==> config.mk <==
export PLATFORM = sky130hd
export DESIGN_NAME = blimp_top
export DESIGN_NICKNAME = d
export VERILOG_FILES = /design/src/verilog/blimp_pkg.sv /design/src/verilog/blimp_ctrl.sv /design/src/verilog/blimp_top.sv /design/src/verilog/inst_decoder.sv /design/src/verilog/mem_port.sv /design/src/verilog/reg_file.sv
export SDC_FILE = /design/constraint.sdc
export NUM_CORES = 2
export LEC_CHECK = 0
export ABC_CLOCK_PERIOD_IN_PS = 12500
export BUFFER_PORTS_ARGS = -buffer_cell sky130_fd_sc_hd__buf_4
export CORE_MARGIN = 4
export CORE_UTILIZATION = 61
export DETAILED_ROUTE_END_ITERATION = 7
export HOLD_SLACK_MARGIN = 0.15
export PLACE_DENSITY = 0.77
export SLEW_MARGIN = 5
export SYNTH_ARGS = -nofsm -noshare
export SYNTH_HDL_FRONTEND = slang
export SYNTH_SLANG_ARGS = --single-unit
==> constraint.sdc <==
create_clock -name clk -period 12.5 [get_ports clk]
set_input_delay 1.875 -clock clk [delete_from_list [all_inputs] [get_ports clk]]
set_output_delay 1.875 -clock clk [all_outputs]
set_load 0.03 [all_outputs]
==> src/verilog/blimp_pkg.sv <==
/*
 * Blimp shared definitions
 * Widths, opcodes, memory messages, decoded fields and the trace record
 */
`default_nettype none

package blimp_pkg;

  // Meaningful widths
  typedef logic [31:0] addr_t;
  typedef logic [31:0] word_t;
  typedef logic [4:0]  reg_idx_t;

  // First pc after reset
  localparam addr_t reset_pc = 32'h0000_0200;

  // RV32 major opcodes that the core understands
  localparam logic [6:0] opc_op_imm = 7'b0010011;
  localparam logic [6:0] opc_op     = 7'b0110011;
  localparam logic [6:0] opc_load   = 7'b0000011;
  localparam logic [6:0] opc_store  = 7'b0100011;
  localparam logic [6:0] opc_jal    = 7'b1101111;
  localparam logic [6:0] opc_jalr   = 7'b1100111;

  // Decoded operation
  typedef enum logic [2:0] {
    op_addi,
    op_add,
    op_mul,
    op_lw,
    op_sw,
    op_jal,
    op_jalr,
    op_illegal
  } alu_op_t;

  // Controller sequencing
  typedef enum logic [2:0] {
    st_fetch,
    st_decode,
    st_execute,
    st_mem_access,
    st_writeback
  } ctrl_state_t;

  // Memory request, 65 bits
  typedef struct packed {
    logic  write;
    addr_t addr;
    word_t wdata;
  } mem_req_t;

  // Memory response, read data only
  typedef struct packed {
    word_t rdata;
  } mem_resp_t;

  // One record per retired instruction, 71 bits
  typedef struct packed {
    logic     val;
    addr_t    pc;
    reg_idx_t waddr;
    word_t    wdata;
    logic     wen;
  } inst_trace_t;

  // Decoder output
  typedef struct packed {
    alu_op_t  op;
    reg_idx_t rd;
    reg_idx_t rs1;
    reg_idx_t rs2;
    word_t    imm;
  } decoded_t;

endpackage

`default_nettype wire

==> src/verilog/blimp_ctrl.sv <==
/*
 * Blimp controller
 * Multi-cycle sequencing, pc, ALU with multiply, data address and trace output
 */
`timescale 1ns/1ps
`default_nettype none

module blimp_ctrl (
  input  wire logic                 clk,
  input  wire logic                 rst,
  output logic                      imem_start,
  output blimp_pkg::mem_req_t       imem_req,
  input  wire logic                 imem_done,
  input  wire blimp_pkg::mem_resp_t imem_resp,
  output logic                      dmem_start,
  output blimp_pkg::mem_req_t       dmem_req,
  input  wire logic                 dmem_done,
  input  wire blimp_pkg::mem_resp_t dmem_resp,
  output blimp_pkg::word_t          inst,
  input  wire blimp_pkg::decoded_t  dec,
  input  wire blimp_pkg::word_t     rf_rdata0,
  input  wire blimp_pkg::word_t     rf_rdata1,
  output logic                      rf_wen,
  output blimp_pkg::reg_idx_t       rf_waddr,
  output blimp_pkg::word_t          rf_wdata,
  output blimp_pkg::inst_trace_t    trace
);
  import blimp_pkg::*;

  ctrl_state_t state;
  addr_t       pc;
  // Set once the current access has been launched
  logic        issued;

  // Latched instruction and operands
  word_t       ir;
  alu_op_t     op_r;
  reg_idx_t    rd_r;
  word_t       imm_r;
  word_t       opa;
  word_t       opb;
  word_t       result;
  addr_t       npc;

  // ALU signals
  word_t       alu_b;
  word_t       sum;
  word_t       prod;
  word_t       link;
  word_t       alu_out;
  addr_t       next_pc;
  logic        writes_rd;

  assign inst = ir;

  // ------------------------------------------------------------------------
  // ALU and next pc
  // ------------------------------------------------------------------------
  assign alu_b = (op_r == op_add) ? opb : imm_r;
  assign sum   = opa + alu_b;
  assign prod  = opa * opb;
  assign link  = pc + 32'd4;

  always_comb begin
    case (op_r)
      op_mul:  alu_out = prod;
      op_jal,
      op_jalr: alu_out = link;
      default: alu_out = sum;
    endcase
    case (op_r)
      op_jal:  next_pc = pc + imm_r;
      // Target bit 0 dropped
      op_jalr: next_pc = sum & ~32'd1;
      default: next_pc = link;
    endcase
  end

  // sw and illegal leave the register file alone
  assign writes_rd = (op_r != op_sw) && (op_r != op_illegal);

  // ------------------------------------------------------------------------
  // Memory requests
  // ------------------------------------------------------------------------
  assign imem_start = (state == st_fetch) && !issued;
  assign dmem_start = (state == st_mem_access) && !issued;

  always_comb begin
    imem_req.write = 1'b0;
    imem_req.addr  = pc;
    imem_req.wdata = '0;
    dmem_req.write = (op_r == op_sw);
    dmem_req.addr  = result;
    dmem_req.wdata = opb;
  end

  // ------------------------------------------------------------------------
  // Sequencing
  // ------------------------------------------------------------------------
  always_ff @(posedge clk) begin
    if (rst) begin
      state  <= st_fetch;
      pc     <= reset_pc;
      issued <= 1'b0;
    end else begin
      if (imem_start || dmem_start) issued <= 1'b1;
      else if (imem_done || dmem_done) issued <= 1'b0;
      case (state)
        st_fetch:      if (imem_done) state <= st_decode;
        st_decode:     state <= st_execute;
        st_execute:
          state <= (op_r == op_lw || op_r == op_sw) ? st_mem_access : st_writeback;
        st_mem_access: if (dmem_done) state <= st_writeback;
        st_writeback: begin
          pc    <= npc;
          state <= st_fetch;
        end
        default:       state <= st_fetch;
      endcase
    end
  end

  // Datapath registers
  always_ff @(posedge clk) begin
    if (state == st_fetch && imem_done) ir <= imem_resp.rdata;
    if (state == st_decode) begin
      op_r  <= dec.op;
      rd_r  <= dec.rd;
      imm_r <= dec.imm;
      opa   <= rf_rdata0;
      opb   <= rf_rdata1;
    end
    if (state == st_execute) begin
      result <= alu_out;
      npc    <= next_pc;
    end
    // Load data replaces the address
    if (state == st_mem_access && dmem_done && op_r == op_lw) result <= dmem_resp.rdata;
  end

  // ------------------------------------------------------------------------
  // Writeback and trace
  // ------------------------------------------------------------------------
  assign rf_wen   = (state == st_writeback) && writes_rd && (rd_r != '0);
  assign rf_waddr = rd_r;
  assign rf_wdata = result;

  always_comb begin
    trace.val   = (state == st_writeback);
    trace.pc    = pc;
    trace.waddr = rd_r;
    trace.wdata = result;
    trace.wen   = rf_wen;
  end

endmodule

`default_nettype wire

==> src/verilog/blimp_top.sv <==
/*
 * Blimp core top level
 * Controller, decoder, register file and the two four-phase memory ports
 */
`timescale 1ns/1ps
`default_nettype none

module blimp_top (
  input  wire logic                 clk,
  input  wire logic                 rst,
  output logic                      imem_req,
  input  wire logic                 imem_ack,
  output blimp_pkg::mem_req_t       imem_msg,
  input  wire blimp_pkg::mem_resp_t imem_resp,
  output logic                      dmem_req,
  input  wire logic                 dmem_ack,
  output blimp_pkg::mem_req_t       dmem_msg,
  input  wire blimp_pkg::mem_resp_t dmem_resp,
  output blimp_pkg::inst_trace_t    trace
);
  import blimp_pkg::*;

  // Controller to port
  logic      imem_start;
  logic      imem_done;
  mem_req_t  imem_creq;
  mem_resp_t imem_cresp;
  logic      dmem_start;
  logic      dmem_done;
  mem_req_t  dmem_creq;
  mem_resp_t dmem_cresp;

  // Decode and register file
  word_t     inst;
  decoded_t  dec;
  word_t     rf_rdata0;
  word_t     rf_rdata1;
  logic      rf_wen;
  reg_idx_t  rf_waddr;
  word_t     rf_wdata;

  blimp_ctrl u_ctrl (
    .clk        (clk),
    .rst        (rst),
    .imem_start (imem_start),
    .imem_req   (imem_creq),
    .imem_done  (imem_done),
    .imem_resp  (imem_cresp),
    .dmem_start (dmem_start),
    .dmem_req   (dmem_creq),
    .dmem_done  (dmem_done),
    .dmem_resp  (dmem_cresp),
    .inst       (inst),
    .dec        (dec),
    .rf_rdata0  (rf_rdata0),
    .rf_rdata1  (rf_rdata1),
    .rf_wen     (rf_wen),
    .rf_waddr   (rf_waddr),
    .rf_wdata   (rf_wdata),
    .trace      (trace)
  );

  inst_decoder u_decoder (
    .inst (inst),
    .dec  (dec)
  );

  // Read ports addressed straight from the decoder
  reg_file u_reg_file (
    .clk    (clk),
    .rst    (rst),
    .raddr0 (dec.rs1),
    .raddr1 (dec.rs2),
    .rdata0 (rf_rdata0),
    .rdata1 (rf_rdata1),
    .wen    (rf_wen),
    .waddr  (rf_waddr),
    .wdata  (rf_wdata)
  );

  mem_port u_imem_port (
    .clk      (clk),
    .rst      (rst),
    .start    (imem_start),
    .req_msg  (imem_creq),
    .done     (imem_done),
    .resp_msg (imem_cresp),
    .busy     (),
    .req      (imem_req),
    .ack      (imem_ack),
    .msg      (imem_msg),
    .resp     (imem_resp)
  );

  mem_port u_dmem_port (
    .clk      (clk),
    .rst      (rst),
    .start    (dmem_start),
    .req_msg  (dmem_creq),
    .done     (dmem_done),
    .resp_msg (dmem_cresp),
    .busy     (),
    .req      (dmem_req),
    .ack      (dmem_ack),
    .msg      (dmem_msg),
    .resp     (dmem_resp)
  );

endmodule

`default_nettype wire

==> src/verilog/inst_decoder.sv <==
/*
 * Instruction decoder
 * Register indices, selected immediate and operation for the RV32 subset
 */
`timescale 1ns/1ps
`default_nettype none

module inst_decoder (
  input  wire blimp_pkg::word_t inst,
  output blimp_pkg::decoded_t   dec
);
  import blimp_pkg::*;

  logic [6:0] opcode;
  logic [2:0] funct3;
  logic [6:0] funct7;
  word_t      imm_i;
  word_t      imm_s;
  word_t      imm_j;
  alu_op_t    op;

  assign opcode = inst[6:0];
  assign funct3 = inst[14:12];
  assign funct7 = inst[31:25];

  // ------------------------------------------------------------------------
  // Immediates, all sign extended from bit 31
  // ------------------------------------------------------------------------
  assign imm_i = {{20{inst[31]}}, inst[31:20]};
  assign imm_s = {{20{inst[31]}}, inst[31:25], inst[11:7]};
  // J-type is scrambled, low bit always zero
  assign imm_j = {{11{inst[31]}}, inst[31], inst[19:12], inst[20], inst[30:21], 1'b0};

  // ------------------------------------------------------------------------
  // Operation match
  // ------------------------------------------------------------------------
  always_comb begin
    op = op_illegal;
    case (opcode)
      opc_op_imm: if (funct3 == 3'b000) op = op_addi;
      opc_op: begin
        if (funct3 == 3'b000 && funct7 == 7'b0000000) op = op_add;
        // M extension, low half of the product only
        if (funct3 == 3'b000 && funct7 == 7'b0000001) op = op_mul;
      end
      opc_load:   if (funct3 == 3'b010) op = op_lw;
      opc_store:  if (funct3 == 3'b010) op = op_sw;
      opc_jal:    op = op_jal;
      opc_jalr:   if (funct3 == 3'b000) op = op_jalr;
      default:    op = op_illegal;
    endcase
  end

  // Field extraction
  always_comb begin
    dec.op  = op;
    dec.rd  = inst[11:7];
    dec.rs1 = inst[19:15];
    dec.rs2 = inst[24:20];
    case (op)
      op_sw:   dec.imm = imm_s;
      op_jal:  dec.imm = imm_j;
      op_add,
      op_mul:  dec.imm = '0;
      default: dec.imm = imm_i;
    endcase
  end

endmodule

`default_nettype wire

==> src/verilog/mem_port.sv <==
/*
 * Four-phase memory requester
 * Turns a one-cycle start into one req/ack handshake and returns the response
 */
`timescale 1ns/1ps
`default_nettype none

module mem_port (
  input  wire logic                 clk,
  input  wire logic                 rst,
  input  wire logic                 start,
  input  wire blimp_pkg::mem_req_t  req_msg,
  output logic                      done,
  output blimp_pkg::mem_resp_t      resp_msg,
  output logic                      busy,
  output logic                      req,
  input  wire logic                 ack,
  output blimp_pkg::mem_req_t       msg,
  input  wire blimp_pkg::mem_resp_t resp
);
  import blimp_pkg::*;

  typedef enum logic [1:0] {
    idle,
    wait_ack,
    wait_release
  } port_state_t;

  port_state_t state;
  // Start seen while the previous ack was still high
  logic        pending;

  assign busy = (state != idle);

  // ------------------------------------------------------------------------
  // Handshake sequencing
  // ------------------------------------------------------------------------
  always_ff @(posedge clk) begin
    if (rst) begin
      state   <= idle;
      req     <= 1'b0;
      done    <= 1'b0;
      pending <= 1'b0;
    end else begin
      done <= 1'b0;
      case (state)
        idle: begin
          if (start) begin
            req   <= 1'b1;
            state <= wait_ack;
          end
        end
        wait_ack: begin
          // Stable response releases req and reports
          if (ack) begin
            req   <= 1'b0;
            done  <= 1'b1;
            state <= wait_release;
          end
        end
        wait_release: begin
          if (start) pending <= 1'b1;
          // Next req only once ack is seen low
          if (!ack) begin
            if (pending || start) begin
              req     <= 1'b1;
              pending <= 1'b0;
              state   <= wait_ack;
            end else begin
              state <= idle;
            end
          end
        end
        default: state <= idle;
      endcase
    end
  end

  // Message held from start until the handshake ends
  always_ff @(posedge clk) begin
    if (start && state != wait_ack) msg <= req_msg;
    if (state == wait_ack && ack) resp_msg <= resp;
  end

endmodule

`default_nettype wire

==> src/verilog/reg_file.sv <==
/*
 * Architectural register file
 * 32 words, two combinational reads, one write per edge, x0 fixed at zero
 */
`timescale 1ns/1ps
`default_nettype none

module reg_file (
  input  wire logic                clk,
  input  wire logic                rst,
  input  wire blimp_pkg::reg_idx_t raddr0,
  input  wire blimp_pkg::reg_idx_t raddr1,
  output blimp_pkg::word_t         rdata0,
  output blimp_pkg::word_t         rdata1,
  input  wire logic                wen,
  input  wire blimp_pkg::reg_idx_t waddr,
  input  wire blimp_pkg::word_t    wdata
);
  import blimp_pkg::*;

  word_t regs [32];

  // Reset clears every register
  always_ff @(posedge clk) begin
    if (rst) begin
      for (int i = 0; i < 32; i++) regs[i] <= '0;
    end else if (wen && waddr != '0) begin
      regs[waddr] <= wdata;
    end
  end

  // x0 always reads zero
  assign rdata0 = (raddr0 == '0) ? '0 : regs[raddr0];
  assign rdata1 = (raddr1 == '0) ? '0 : regs[raddr1];

endmodule

`default_nettype wire
==> impl_metrics.json <==
{
  "io_pins": 271,
  "drtIter0Drc": 7339,
  "vias": 56800,
  "synth_area_leaders": "edfxtp_1 47%, mux4_2 16%, fa_1 9.3%, and2_1 9.3%, ha_1 2.6%",
  "multi_input_area_sq_um": 42200,
  "syn_to_final_growth_pct": 9.60,
  "setup_violations": 0,
  "grt_pass1_wl_mm": 406,
  "fin_skew_ns": 0.0319,
  "fp.dieH_microns": 388,
  "globalRouteTotalUtil_pct": 37.9,
  "seq_area_frac_synth_pct": 47.9,
  "avgSynthCellArea_sq_um": 13.8,
  "initial_core_util_pct": 61.3,
  "min-delay-start": "u_imem_port.resp_msg[16]",
  "rsz0062_at_grt": "false",
  "clock_path_buffers": 3,
  "max_slew.worst_pin.slew_ns": 1.31,
  "wirelength_mm": 283,
  "cts.sinks": 1420,
  "clk_pin_slew_ns": 0.06,
  "synth_cell_types": 94,
  "final_antenna_net_count": 0,
  "synth_commonest_cells": "1374 x edfxtp_1, 1309 x and2_1, 640 x mux4_2",
  "reg2reg_depth": 23,
  "status": "complete, no violations",
  "hold_depth": 0,
  "cts_made_buffers": 153,
  "dieArea_sq_um": 150000,
  "cts_hold_buf": 0,
  "start_kind": "flop",
  "portBuffers": 237,
  "grt_max_degree": 120,
  "drv_cap": 0,
  "viasPerCell": 6.69,
  "fmax_mhz": 124,
  "end_kind": "flop",
  "async_reset_ff_share_pct": 0,
  "synth_seq_cells": 1420,
  "tns_ns": 0,
  "crit_type": "reg -> reg",
  "synth_most_common_cell": "edfxtp_1",
  "drc_errors": 0,
  "hold_viol": 0,
  "holdPathEnd": "u_ctrl.inst[16]",
  "n_fill_cell": 9981,
  "syn_inst": 6387,
  "htreeDepth": 4,
  "required_ns": 13.02,
  "cts_tree": "built",
  "synthFlopType": "edfxtp_1",
  "grt_pass1_vias": 58600,
  "relSlewSlack_pct": 12.6,
  "final-seq-area_sq_um": 42200,
  "post_cts_buffers": 0,
  "synth_edf_count": 1374,
  "wl_per_cell_microns": 33.4,
  "core_area_sq_um": 143000,
  "r2r-start": "u_ctrl.opa[10]",
  "synth_area_sq_um": 88000,
  "hpwl_mm": 181,
  "nNetsFinal": 7118,
  "fin_crit_sh_pct": 64.5,
  "cts-root-buf": "clkbuf_16",
  "grt-ovfl-total": 0,
  "crit_fanout": 23,
  "drive_gt1_share_pct": 21.1,
  "clk_latency_ns": 0.82,
  "yosysTopAreaCell": "edfxtp_1",
  "cts.repair.resized": 0,
  "die_w_microns": 388,
  "synth_warnings": 0,
  "grt_antenna_before_repair": 13,
  "r2r_slack_ns": 4.44,
  "first_pass_iters": 6,
  "period_needed_ns": 8.06,
  "drv_slew": 0,
  "rr_endpoint": "u_ctrl.rf_wdata[28]",
  "gp_congestion": 0.985,
  "arrival_ns": 8.58,
  "netlist.area_leader.share_pct": 46.9,
  "min_path_type": "reg -> reg",
  "std_cell_rows": 139
}
-- flip-flops by register name (all words and copies together) (netlist names), 32 cells and up --
register and count:
u_ctrl.pc 32, u_imem_port.resp_msg 32, u_ctrl.opa 32, u_reg_file.regs 1024, u_dmem_port.resp_msg 32, u_ctrl.opb 32
u_ctrl.rf_wdata 32, u_dmem_port.msg 65, u_ctrl.inst 32, u_ctrl.npc 32, u_imem_port.msg 32
-- worst max-delay path by stage --
stage	startpoint	slack [ns]	end
floorplan	u_ctrl.state[0]	4.52	u_ctrl.imm_r[0]
CTS	u_ctrl.opa[10]	4.37	u_ctrl.rf_wdata[28]
finish	u_ctrl.opa[10]	4.44	u_ctrl.rf_wdata[28]
global placement	u_ctrl.opa[10]	4.55	u_ctrl.rf_wdata[28]
detailed placement	u_ctrl.opa[10]	4.40	u_ctrl.rf_wdata[28]
global route	u_ctrl.opb[6]	3.99	u_ctrl.rf_wdata[28]
-- stage by stage --
| step | cell area [sq um] | util (%) | hold slack, ns | cells | setup WS, ns |
|---|---|---|---|---|---|
| 6_report | 96400 | 67.2 | 0.418 | 8482 | 4.44 |
| 5_1_grt | 96400 | 67.2 | 0.424 | 8479 | 3.99 |
| 4_1_cts | 96400 | 67.2 | 0.420 | 8479 | 4.37 |
| 3_5_place_dp | 91500 | 63.8 | 0.405 | 8202 | 4.40 |
| 3_3_place_gp | 91500 | 63.8 | 0.403 | 8202 | 4.55 |
| 2_1_floorplan | 88200 | - | 0.400 | 6451 | 4.52 |
-- layout by cell type, fill, tap and decap left out, types with 9 or more instances in the layout --
| cell | n |
|---|---|
| nand3_1 | 34 |
| mux2i_1 | 69 |
| o22ai_1 | 15 |
| clkinv_2 | 14 |
| xor2_1 | 62 |
| and2_1 | 1309 |
| nor2b_1 | 13 |
| buf_4 | 405 |
| dfxtp_1 | 46 |
| mux2_2 | 23 |
| a21oi_1 | 135 |
| or3_1 | 11 |
| o21ai_0 | 48 |
| mux4_2 | 640 |
| inv_1 | 416 |
| a31oi_1 | 13 |
| xnor2_1 | 108 |
| ha_1 | 186 |
| nor2_1 | 154 |
| nor3_1 | 25 |
| nor2_2 | 31 |
| clkbuf_16 | 157 |
| nand2_1 | 369 |
| or2_2 | 34 |
| a211oi_1 | 9 |
| edfxtp_1 | 1374 |
| fa_1 | 410 |
| o21a_1 | 17 |
| o221ai_1 | 30 |
| clkinv_1 | 38 |
| o211ai_1 | 11 |
| bufinv_16 | 10 |
| clkbuf_1 | 32 |
| nand2b_1 | 15 |
| nand4_1 | 12 |
| a21o_1 | 56 |
| conb_1 | 65 |
-- area by class of cell --
cell class	count	share of cell area (%)
inverter	418	1.63
sequential	1420	43.7
clock buffer	193	4.26
multi-input combinational	4049	43.8
tap	1903	2.47
antenna	3	0.00778
clock inverter	84	0.839
timing repair buffer	412	3.30
-- per-layer routing --
| layer | vias up | routed length [microns] | track usage [%] |
|---|---|---|---|
| met3 | 917 | 32100 | 9.55 |
| met2 | 4063 | 132000 | 59.0 |
| li1 | 22900 | - | - |
| met5 | - | 23 | 0 |
| met1 | 28900 | 92400 | 46.2 |
| met4 | 4 | 26400 | 28.4 |
-- logic make-up (layout without fill, tap and decap cells) --
group | Yosys count | in the layout | synth area share, %
compound gates | 433 | 433 | 3.43
xor+xnor | 170 | 170 | 1.69
fa+ha+maj | 596 | 596 | 12.0
buf+inv | 982 | 1107 | 4.51
flops | 1420 | 1420 | 47.9
mux | 732 | 732 | 17.5
other cells | 1 | 68 | 0.00426
simple gates | 2053 | 2053 | 13.0
-- worst max-delay path, stage by stage (launching register included) --
cell	delay (ns)
edfxtp_1	0.99
and2_1	0.27
fa_1	0.44
fa_1	0.44
fa_1	0.55
inv_1	0.05
fa_1	0.48
inv_1	0.06
fa_1	0.49
inv_1	0.06
fa_1	0.52
inv_1	0.05
fa_1	0.38
fa_1	0.46
ha_1	0.37
a21o_1	0.20
a221oi_1	0.44
o21ai_0	0.23
o2111ai_1	0.26
a21boi_0	0.14
o21ai_0	0.19
mux2_2	0.36
a311oi_1	0.20
o311ai_1	0.14
Power is not shown: default switching activity piles up to over one toggle a cycle in this logic, so the estimate is an artifact.
